File: config.mk
export PLATFORM = sky130hd
export DESIGN_NAME = htif_bridge
export DESIGN_NICKNAME = d
export VERILOG_FILES = /design/src/htif_link_pkg.sv /design/src/htif_regs_pkg.sv /design/src/htif_bridge.sv /design/src/htif_uplink.sv /design/src/htif_downlink.sv /design/src/htif_apb_regs.sv /design/src/htif_fifo.sv
export SDC_FILE = /design/constraint.sdc
export NUM_CORES = 2
export LEC_CHECK = 0
export ABC_CLOCK_PERIOD_IN_PS = 9600
export BUFFER_PORTS_ARGS = -buffer_cell sky130_fd_sc_hd__buf_2
export CAP_MARGIN = 20
export CELL_PAD_IN_SITES_DETAIL_PLACEMENT = 1
export CELL_PAD_IN_SITES_GLOBAL_PLACEMENT = 1
export CORE_MARGIN = 3
export CORE_UTILIZATION = 50
export CTS_CLUSTER_SIZE = 16
export DETAILED_ROUTE_END_ITERATION = 8
export PLACE_DENSITY_LB_ADDON = 0.1
export SYNTH_ARGS = -nofsm -noshare
export SYNTH_HDL_FRONTEND = slang
export SYNTH_SLANG_ARGS = --single-unit
File: constraint.sdc
create_clock -name clk -period 9.6 [get_ports clk]
set_input_delay 0.96 -clock clk [delete_from_list [all_inputs] [get_ports clk]]
set_output_delay 0.96 -clock clk [all_outputs]
set_load 0.02 [all_outputs]
File: src/htif_link_pkg.sv
package htif_link_pkg;

  // one transfer on the target link
  typedef logic [15:0] half_t;

  // a host word split into link halves, low half goes first on the wire
  typedef struct packed {
    half_t hi;
    half_t lo;
  } half_pair_t;

  // host side uses raw, link side uses halves
  typedef union packed {
    logic [31:0] raw;
    half_pair_t halves;
  } htif_word_u;

  // valid/ready link flit, ready travels separately
  typedef struct packed {
    logic valid;
    half_t bits;
  } link_flit_t;

endpackage

File: src/htif_regs_pkg.sv
package htif_regs_pkg;

  // register index, taken from paddr[6:2]
  typedef logic [4:0] reg_addr_t;

  // read side
  localparam reg_addr_t REG_COUNT = 5'd0;
  localparam reg_addr_t REG_RD_DATA = 5'd1;

  // write side
  localparam reg_addr_t REG_WR_DATA = 5'd0;
  localparam reg_addr_t REG_TARGET_RESET = 5'd31;

  // host request into the slave
  typedef struct packed {
    logic psel;
    logic penable;
    logic pwrite;
    logic [31:0] paddr;
    logic [31:0] pwdata;
  } apb_req_t;

  // slave response back to the host
  typedef struct packed {
    logic [31:0] prdata;
    logic pready;
    logic pslverr;
  } apb_rsp_t;

endpackage
File: src/htif_bridge.sv
module htif_bridge #(
  parameter int FIFO_DEPTH = 32
) (
  input logic clk,
  input logic reset,
  input htif_regs_pkg::apb_req_t apb_req,
  output htif_regs_pkg::apb_rsp_t apb_rsp,
  output htif_link_pkg::link_flit_t host_in,
  input logic host_in_ready,
  input htif_link_pkg::link_flit_t host_out,
  output logic host_out_ready,
  output logic target_reset
);

  localparam int CW = $clog2(FIFO_DEPTH + 1);

  logic push;
  logic push_ok;
  logic pop;
  logic up_empty;
  logic [CW-1:0] up_count;
  htif_link_pkg::htif_word_u push_word;
  htif_link_pkg::htif_word_u pop_word;

  htif_apb_regs #(
    .FIFO_DEPTH(FIFO_DEPTH)
  ) u_apb_regs (
    .clk(clk),
    .reset(reset),
    .apb_req(apb_req),
    .apb_rsp(apb_rsp),
    .push(push),
    .push_word(push_word),
    .push_ok(push_ok),
    .pop(pop),
    .pop_word(pop_word),
    .up_empty(up_empty),
    .up_count(up_count),
    .target_reset(target_reset)
  );

  htif_downlink #(
    .FIFO_DEPTH(FIFO_DEPTH)
  ) u_downlink (
    .clk(clk),
    .reset(reset),
    .push(push),
    .push_word(push_word),
    .push_ok(push_ok),
    .host_in(host_in),
    .host_in_ready(host_in_ready)
  );

  htif_uplink #(
    .FIFO_DEPTH(FIFO_DEPTH)
  ) u_uplink (
    .clk(clk),
    .reset(reset),
    .host_out(host_out),
    .host_out_ready(host_out_ready),
    .pop(pop),
    .pop_word(pop_word),
    .empty(up_empty),
    .count(up_count)
  );

endmodule

File: src/htif_uplink.sv
module htif_uplink #(
  parameter int FIFO_DEPTH = 32
) (
  input logic clk,
  input logic reset,
  input htif_link_pkg::link_flit_t host_out,
  output logic host_out_ready,
  input logic pop,
  output htif_link_pkg::htif_word_u pop_word,
  output logic empty,
  output logic [$clog2(FIFO_DEPTH + 1) - 1:0] count
);

  htif_link_pkg::half_t lo_r;
  htif_link_pkg::htif_word_u pend_word;
  logic pend_valid;
  logic phase_hi;
  logic accept;
  logic full;

  assign host_out_ready = !full;
  assign accept = host_out.valid && host_out_ready;

  // low half parked in lo_r, pair goes to the fifo a cycle after the high half
  always_ff @(posedge clk)
  begin
    if (accept && !phase_hi)
      lo_r <= host_out.bits;
    if (accept && phase_hi)
    begin
      pend_word.halves.hi <= host_out.bits;
      pend_word.halves.lo <= lo_r;
    end
  end

  always_ff @(posedge clk)
  begin
    if (reset)
    begin
      phase_hi <= 1'b0;
      pend_valid <= 1'b0;
    end
    else
    begin
      pend_valid <= accept && phase_hi;
      if (accept)
        phase_hi <= !phase_hi;
    end
  end

  htif_fifo #(
    .FIFO_DEPTH(FIFO_DEPTH)
  ) u_fifo (
    .clk(clk),
    .reset(reset),
    .wr_en(pend_valid),
    .rd_en(pop),
    .wr_data(pend_word),
    .rd_data(pop_word),
    .empty(empty),
    .full(full),
    .count(count)
  );

endmodule

File: src/htif_downlink.sv
module htif_downlink #(
  parameter int FIFO_DEPTH = 32
) (
  input logic clk,
  input logic reset,
  input logic push,
  input htif_link_pkg::htif_word_u push_word,
  output logic push_ok,
  output htif_link_pkg::link_flit_t host_in,
  input logic host_in_ready
);

  htif_link_pkg::htif_word_u head;
  logic empty;
  logic full;
  logic sel_hi;
  logic half_done;

  htif_fifo #(
    .FIFO_DEPTH(FIFO_DEPTH)
  ) u_fifo (
    .clk(clk),
    .reset(reset),
    .wr_en(push),
    .rd_en(half_done && sel_hi),
    .wr_data(push_word),
    .rd_data(head),
    .empty(empty),
    .full(full),
    .count()
  );

  assign push_ok = !full;

  // low half first, word leaves the fifo once the high half is taken
  assign host_in.valid = !empty;
  assign host_in.bits = sel_hi ? head.halves.hi : head.halves.lo;
  assign half_done = host_in.valid && host_in_ready;

  always_ff @(posedge clk)
  begin
    if (reset)
      sel_hi <= 1'b0;
    else if (half_done)
      sel_hi <= !sel_hi;
  end

  // the target may stall, the offered half must not change under it
  assert property (@(posedge clk) disable iff (reset)
    host_in.valid && !host_in_ready |=> host_in.valid && $stable(host_in.bits))
    else $error("htif_downlink: host_in dropped or changed before accept");

endmodule

File: src/htif_apb_regs.sv
module htif_apb_regs #(
  parameter int FIFO_DEPTH = 32
) (
  input logic clk,
  input logic reset,
  input htif_regs_pkg::apb_req_t apb_req,
  output htif_regs_pkg::apb_rsp_t apb_rsp,
  output logic push,
  output htif_link_pkg::htif_word_u push_word,
  input logic push_ok,
  output logic pop,
  input htif_link_pkg::htif_word_u pop_word,
  input logic up_empty,
  input logic [$clog2(FIFO_DEPTH + 1) - 1:0] up_count,
  output logic target_reset
);

  htif_regs_pkg::reg_addr_t idx;
  logic access;
  logic wr_data_sel;
  logic rd_data_sel;
  logic reset_sel;
  logic [31:0] read_data;

  assign idx = apb_req.paddr[6:2];
  assign access = apb_req.psel && apb_req.penable;

  assign wr_data_sel = apb_req.pwrite && (idx == htif_regs_pkg::REG_WR_DATA);
  assign rd_data_sel = !apb_req.pwrite && (idx == htif_regs_pkg::REG_RD_DATA);
  assign reset_sel = apb_req.pwrite && (idx == htif_regs_pkg::REG_TARGET_RESET);

  // data writes wait for room in the downlink, everything else is zero wait
  assign apb_rsp.pready = !wr_data_sel || push_ok;

  // strobes fire only in the completing access cycle
  assign push = access && wr_data_sel && push_ok;
  assign push_word.raw = apb_req.pwdata;
  assign pop = access && rd_data_sel && !up_empty;

  // reading an empty uplink is an error and leaves the fifo alone
  assign apb_rsp.pslverr = access && rd_data_sel && up_empty;

  always_comb
  begin
    read_data = '0;
    if (!apb_req.pwrite)
    begin
      case (idx)
        htif_regs_pkg::REG_COUNT: read_data = 32'(up_count);
        htif_regs_pkg::REG_RD_DATA:
        begin
          if (!up_empty)
            read_data = pop_word.raw;
        end
        default: read_data = '0;
      endcase
    end
  end

  assign apb_rsp.prdata = read_data;

  // one cycle pulse after the write to index 31 completes
  always_ff @(posedge clk)
  begin
    if (reset)
      target_reset <= 1'b0;
    else
      target_reset <= access && reset_sel;
  end

  // host side protocol check
  assert property (@(posedge clk) disable iff (reset) apb_req.penable |-> apb_req.psel)
    else $error("htif_apb_regs: penable without psel");

endmodule

File: src/htif_fifo.sv
module htif_fifo #(
  parameter int FIFO_DEPTH = 32
) (
  input logic clk,
  input logic reset,
  input logic wr_en,
  input logic rd_en,
  input htif_link_pkg::htif_word_u wr_data,
  output htif_link_pkg::htif_word_u rd_data,
  output logic empty,
  output logic full,
  output logic [$clog2(FIFO_DEPTH + 1) - 1:0] count
);

  localparam int AW = $clog2(FIFO_DEPTH);
  localparam int CW = $clog2(FIFO_DEPTH + 1);

  htif_link_pkg::htif_word_u mem [FIFO_DEPTH];
  logic [AW-1:0] wr_ptr;
  logic [AW-1:0] rd_ptr;
  logic [AW-1:0] wr_ptr_next;
  logic [AW-1:0] rd_ptr_next;
  logic [CW-1:0] cnt;
  logic wr_ok;
  logic rd_ok;

  // a full fifo still takes a write when a read frees a slot
  assign wr_ok = wr_en && (!full || rd_en);
  assign rd_ok = rd_en && !empty;

  // pointers wrap on their own since depth is a power of two
  assign wr_ptr_next = wr_ptr + 1'b1;
  assign rd_ptr_next = rd_ptr + 1'b1;

  // first-word fall-through
  assign rd_data = mem[rd_ptr];
  assign count = cnt;

  always_ff @(posedge clk)
  begin
    if (wr_ok)
      mem[wr_ptr] <= wr_data;
  end

  always_ff @(posedge clk)
  begin
    if (reset)
    begin
      wr_ptr <= '0;
      rd_ptr <= '0;
      cnt <= '0;
      empty <= 1'b1;
      full <= 1'b0;
    end
    else
    begin
      if (wr_ok)
        wr_ptr <= wr_ptr_next;
      if (rd_ok)
        rd_ptr <= rd_ptr_next;

      if (wr_ok && !rd_ok)
      begin
        cnt <= cnt + 1'b1;
        empty <= 1'b0;
        full <= (wr_ptr_next == rd_ptr);
      end
      else if (rd_ok && !wr_ok)
      begin
        cnt <= cnt - 1'b1;
        full <= 1'b0;
        empty <= (rd_ptr_next == wr_ptr);
      end
    end
  end

  // producers and consumers must honour full and empty themselves
  assert property (@(posedge clk) disable iff (reset) wr_en |-> (!full || rd_en))
    else $error("htif_fifo: write while full");
  assert property (@(posedge clk) disable iff (reset) rd_en |-> !empty)
    else $error("htif_fifo: read while empty");

endmodule

### After elaboration in Yosys (flattened, before gate mapping)

Memory sizes are Yosys's and may differ from the RTL's. A register that Yosys moved wholly into a read port is not among the register bits.
Cells that the tools add are included.

* eq/ne operators: 6
* reductions and logical operators: 41
* add/subtract/negate cells: 6
* multiplexer cells: 22

Operators with widths (number)
* 32-bit two-way mux: 2
* 32-bit case mux with 2 select lines: 1
* 1-bit logical AND: 23
* 5-bit by 1-bit adder with 5-bit output (second input constant): 4
* 5-bit equality test: 4
* 5-bit two-way mux: 4
* 16-bit two-way mux: 1
* 1-bit logical NOT: 12
* 1-bit two-way mux: 12
* 6-bit two-way mux: 2
* 6-bit by 1-bit adder with 6-bit output (second input constant): 1
* 6-bit by 1-bit subtractor with 6-bit output (second input constant): 1
* 5-bit by 1-bit equality test with 1-bit output (second input constant): 1
* 5-bit equality test (second input constant): 1
* 5-bit logical NOT: 1
* 2-bit nonzero test: 2
* 1-bit logical OR: 3

* logic and storage cells: 92
* input bits: 87
* register bits: 82
* output and inout port bits: 53
* bits in writable memories: 2048
* memories: 2

Memories
* u_downlink.u_fifo.mem: words 32, bits a word 32, read ports 1, clocked after memory_dff 1, write ports 1, RTL line htif_fifo.sv:18 `htif_link_pkg::htif_word_u mem [FIFO_DEPTH];`
* u_uplink.u_fifo.mem: words 32, bits a word 32, read ports 1, clocked after memory_dff 1, write ports 1, RTL line htif_fifo.sv:18

### Depth between registers and ports, before layout

* depth after elaboration: 10
* depth in mapped cells: 13
* gate-level depth less buffers: 11

### Hierarchy

From an unflattened synthesis, not the netlist that was laid out.

* cells, all modules: 4339
* area, all modules: 83618.9 µm²

Modules (own cells, without submodules)
* htif_fifo (u_uplink.u_fifo): sequential area each 31209.9 µm², area each 40513.9 µm², cells each 2066, instances 1
* htif_fifo (u_downlink.u_fifo): sequential area each 31209.9 µm², area each 40508.9 µm², cells each 2065, instances 1
* htif_uplink: sequential area each 1481.4 µm², area each 1552.7 µm², cells each 58, instances 1
* htif_apb_regs: sequential area each 20.0 µm², area each 730.7 µm², cells each 124, instances 1
* htif_downlink: sequential area each 20.0 µm², area each 312.8 µm², cells each 26, instances 1

### Worst setup path before layout

OpenSTA, ideal clock, no wires.

* path type: input to register
* start: input port apb_req[35] in the netlist's numbering
* end: memory u_downlink.u_fifo.mem[12][0] in the netlist's numbering (enable)
* data required time: 9.179 ns
* path buffers: 1
* path slack: 5.337 ns
* setup time: 0.421 ns
* arrival: 3.842 ns
* cell stages on the path: 5
* cell sequence: or4_1 -> buf_6 -> nor4_4 -> nand2_1 -> nor2_1

* word-level cells in the longest chain between the ends: 7

RTL lines
* start, declared: RTL line htif_bridge.sv:6 `input htif_regs_pkg::apb_req_t apb_req,`
* 5-bit logical NOT: RTL line htif_apb_regs.sv:28 `assign wr_data_sel = apb_req.pwrite && (idx == htif_regs_pkg::REG_WR_DATA);`
* 1-bit logical AND: RTL line htif_apb_regs.sv:28
* 1-bit logical AND (2 in series): RTL line htif_apb_regs.sv:36 `assign push = access && wr_data_sel && push_ok;`
* 1-bit logical AND: RTL line htif_fifo.sv:28 `assign wr_ok = wr_en && (!full || rd_en);`
* named net u_downlink.u_fifo.wr_ok: RTL line htif_fifo.sv:24 `logic wr_ok;`
* 1-bit two-way mux: RTL line htif_fifo.sv:41 `if (wr_ok)`
* 1-bit two-way mux (not written as such): RTL line htif_fifo.sv:42 `mem[wr_ptr] <= wr_data;`
* end, declared: RTL line htif_fifo.sv:18

The timed path passes the listed nets, and every way through them passes these cells.

==> results.yml <==
sta:
  worst_pin_slew_ps: 1155
  finalHoldViolations: 0
  clock_skew_ps: 21.60
  tns_ps: 0
  final_max_slew_viol_count: 0
  fin_crit_sh: 0.5699
  layout_min_cycle_time_ps: 5471
  clock.fmax_mhz: 182.8
  setup_viol: 0
  grt_setup_unrepaired: "false"
  relSlewSlack: 0.2300
final_layout:
  nNetsFinal: 3842
  fillers: 13328
  final_cell_mix: "edfxtp_1, mux4_2, clkbuf_16"
  layout_commonest_cell: "edfxtp_1"
  area_growth_pct: 12.72
  drive_gt1_frac: 0.2952
global_route:
  grt-ovfl-total: 0
  gr-usage-all-layers: 0.2435
  grt_max_degree: 161
  grt_first_pass_wirelength_mm: 292.3
  antenna_found_initial: 11
  grt_pass1_vias: 40446
synthesis:
  async_flop_share: 0
  ys_ff_latch: 2140
  yosys_warnings: 0
  synth_nets: 3604
  ys.flop_type: "edfxtp_1"
  synth_cell_types: 59
  synth-edff-count: 2096
  netlist_area_um2: 81400
  syn_avg_cell_area_um2: 23.26
  yosysTopAreaCellShare: 0.7733
  synth_top_cell_by_area: "edfxtp_1"
  netlist_top_cells_area: "edfxtp_1, mux4_2, dfxtp_1, a22o_1, nor2_1"
  seq_area_frac_synth: 0.7841
  synth_cells: 3500
detailed_routing:
  routed_wl_mm: 202.1
  wl_per_cell_um: 33.30
  viasPerCell: 6.231
  detail-route-antenna-nets: 0
  vias: 37822
  dr.first_iter.drc_count: 4178
  route.detailed.drc: 0
  firstDrtPassIters: 5
clock_network:
  worstSkewPairLatency_ps: 830
  cts_resized: 0
  post_cts_buffers: 0
  root_buffer: "clkbuf_16"
  cts_sinks: 2140
  cts_hold_buffers: 0
  clkTransAtPathRegs_ps: 60
  cts_made_buffers: 213
  htree_levels: 4
  cts_tree: "done"
  clock_path_buffers: 3
power:
  p_total_mw: 18.35
  power.density_nw_per_um2: 200.0
  peakVddDrop_v: 0.0001814
  power_leakage_nw: 27.52
worst_setup_path:
  crit_required_ps: 8640
  cp_cell_sequence: "buf_4, mux4_2, a22o_1, a221oi_1, o22ai_1, a31o_2, buf_2"
  path_class: "register to output pin"
  critPathArrivalTime_ps: 4510
  cp-start-kind: "register"
  worst-path-buf-inv: 2
  crit_family: "compound AO/OA/AOI/OAI gates"
  crit_path_end_kind: "output pin"
  cpPeakStageDelay_ps: 900
  slowest_stage: "dfxtp_4"
  crit_fanout: 42
placement:
  place.port_buffers: 112
  hpwl_mm: 104.5
  gp_routability_congestion: 0.7608
floorplanning:
  initial_core_util: 0.5052
  num_rows: 147
  ioPinCount: 140
  die_h_um: 409.5
  die_x_um: 409.5
  core_area_um2: 161100
  dieArea_um2: 167700
flow_run:
  drv_cap: 0
hold_path:
  hold_class: "input port to register"
status:
  status: "finished, final reports clean"
## routing by layer
metal | vias up | GRT usage | wire, um
li1 | 15474 | - | -
met1 | 20721 | 0.3140 | 78080
met2 | 1278 | 0.4335 | 108400
met3 | 343 | 0.03535 | 10430
met4 | 6 | 0.06743 | 5203
met5 | - | 0 | 26
## worst paths after layout
kind,from,endpoint,slack (ps),cells past startpoint
max,register,host_in[11],4130,7
min reg2reg,u_uplink.lo_r[6],u_uplink.pend_word[6],420,0
max reg2reg,u_downlink.u_fifo.full,u_downlink.u_fifo.mem[17][28],6160,4
min,host_out[2],u_uplink.lo_r[2],330,1
## synth_stat cells (15+ instances only)
cell and count:
a21oi_1 30, a221oi_1 32, a22o_1 54, a22oi_1 37, buf_1 18, buf_2 59
clkbuf_1 97, dfxtp_1 44, edfxtp_1 2096, ha_1 16, mux2i_1 27, mux4_2 561
nand2_1 50, nand3_1 25, nor2_1 108, nor2b_1 15, o221ai_1 19, o22ai_1 27
xnor2_1 23, xor2_1 17
## sequential cells by signal, summed over array words and instances, names as in the netlist, 6 cells and up, named ones only
name / cells
u_uplink.pend_word: 32
u_uplink.u_fifo.mem: 1024
u_uplink.lo_r: 16
u_uplink.u_fifo.count: 6
u_downlink.u_fifo.mem: 1024
## kinds of logic (layout without fill, tap and decap cells)
group           Yosys count  count (layout)  synth area share
xor+xnor                 40              40          0.004304
flops                  2140            2140            0.7841
simple gates            273             273           0.01649
other cells               0               4                 0
mux                     592             592            0.1591
buf+inv                 196             602           0.01064
fa+ha+maj                17              17          0.002705
compound gates          242             242           0.02267
## power by group
part | internal, mW | switching (mW) | total [mW]
sequential | 10.3 | 0.0500 | 10.3
combinational | 0.0264 | 0.0985 | 0.125
clock | 4.55 | 3.38 | 7.92
total | 14.8 | 3.52 | 18.3
## area by class of cell
class | instances | area (um^2) | share of cell area
multi-input cells | 1164 | 17210 | 0.1876
inverters | 9 | 33.78 | 0.0003682
well taps | 2160 | 2703 | 0.02946
repair buffers | 210 | 1354 | 0.01475
flip-flops and latches | 2140 | 63850 | 0.6959
diodes | 4 | 10.01 | 0.0001091
clock buffers | 264 | 5628 | 0.06134
clock inverters | 119 | 965.9 | 0.01053
## per-stage QoR
| step | worst slack (ps) | hold WS, ps | instances | util | area [um^2] |
|---|---|---|---|---|---|
| floorplan | 5337 | 400.3 | 3500 | - | 81400 |
| global placement | 4555 | 404.2 | 5682 | 0.5283 | 85120 |
| detailed placement | 4622 | 406.2 | 5683 | 0.5285 | 85150 |
| CTS | 3960 | 267.1 | 6066 | 0.5694 | 91740 |
| global route | 3778 | 283.3 | 6068 | 0.5694 | 91750 |
| finish | 4129 | 331.7 | 6070 | 0.5695 | 91750 |
Note: power is estimated with default switching activity, not from simulation.
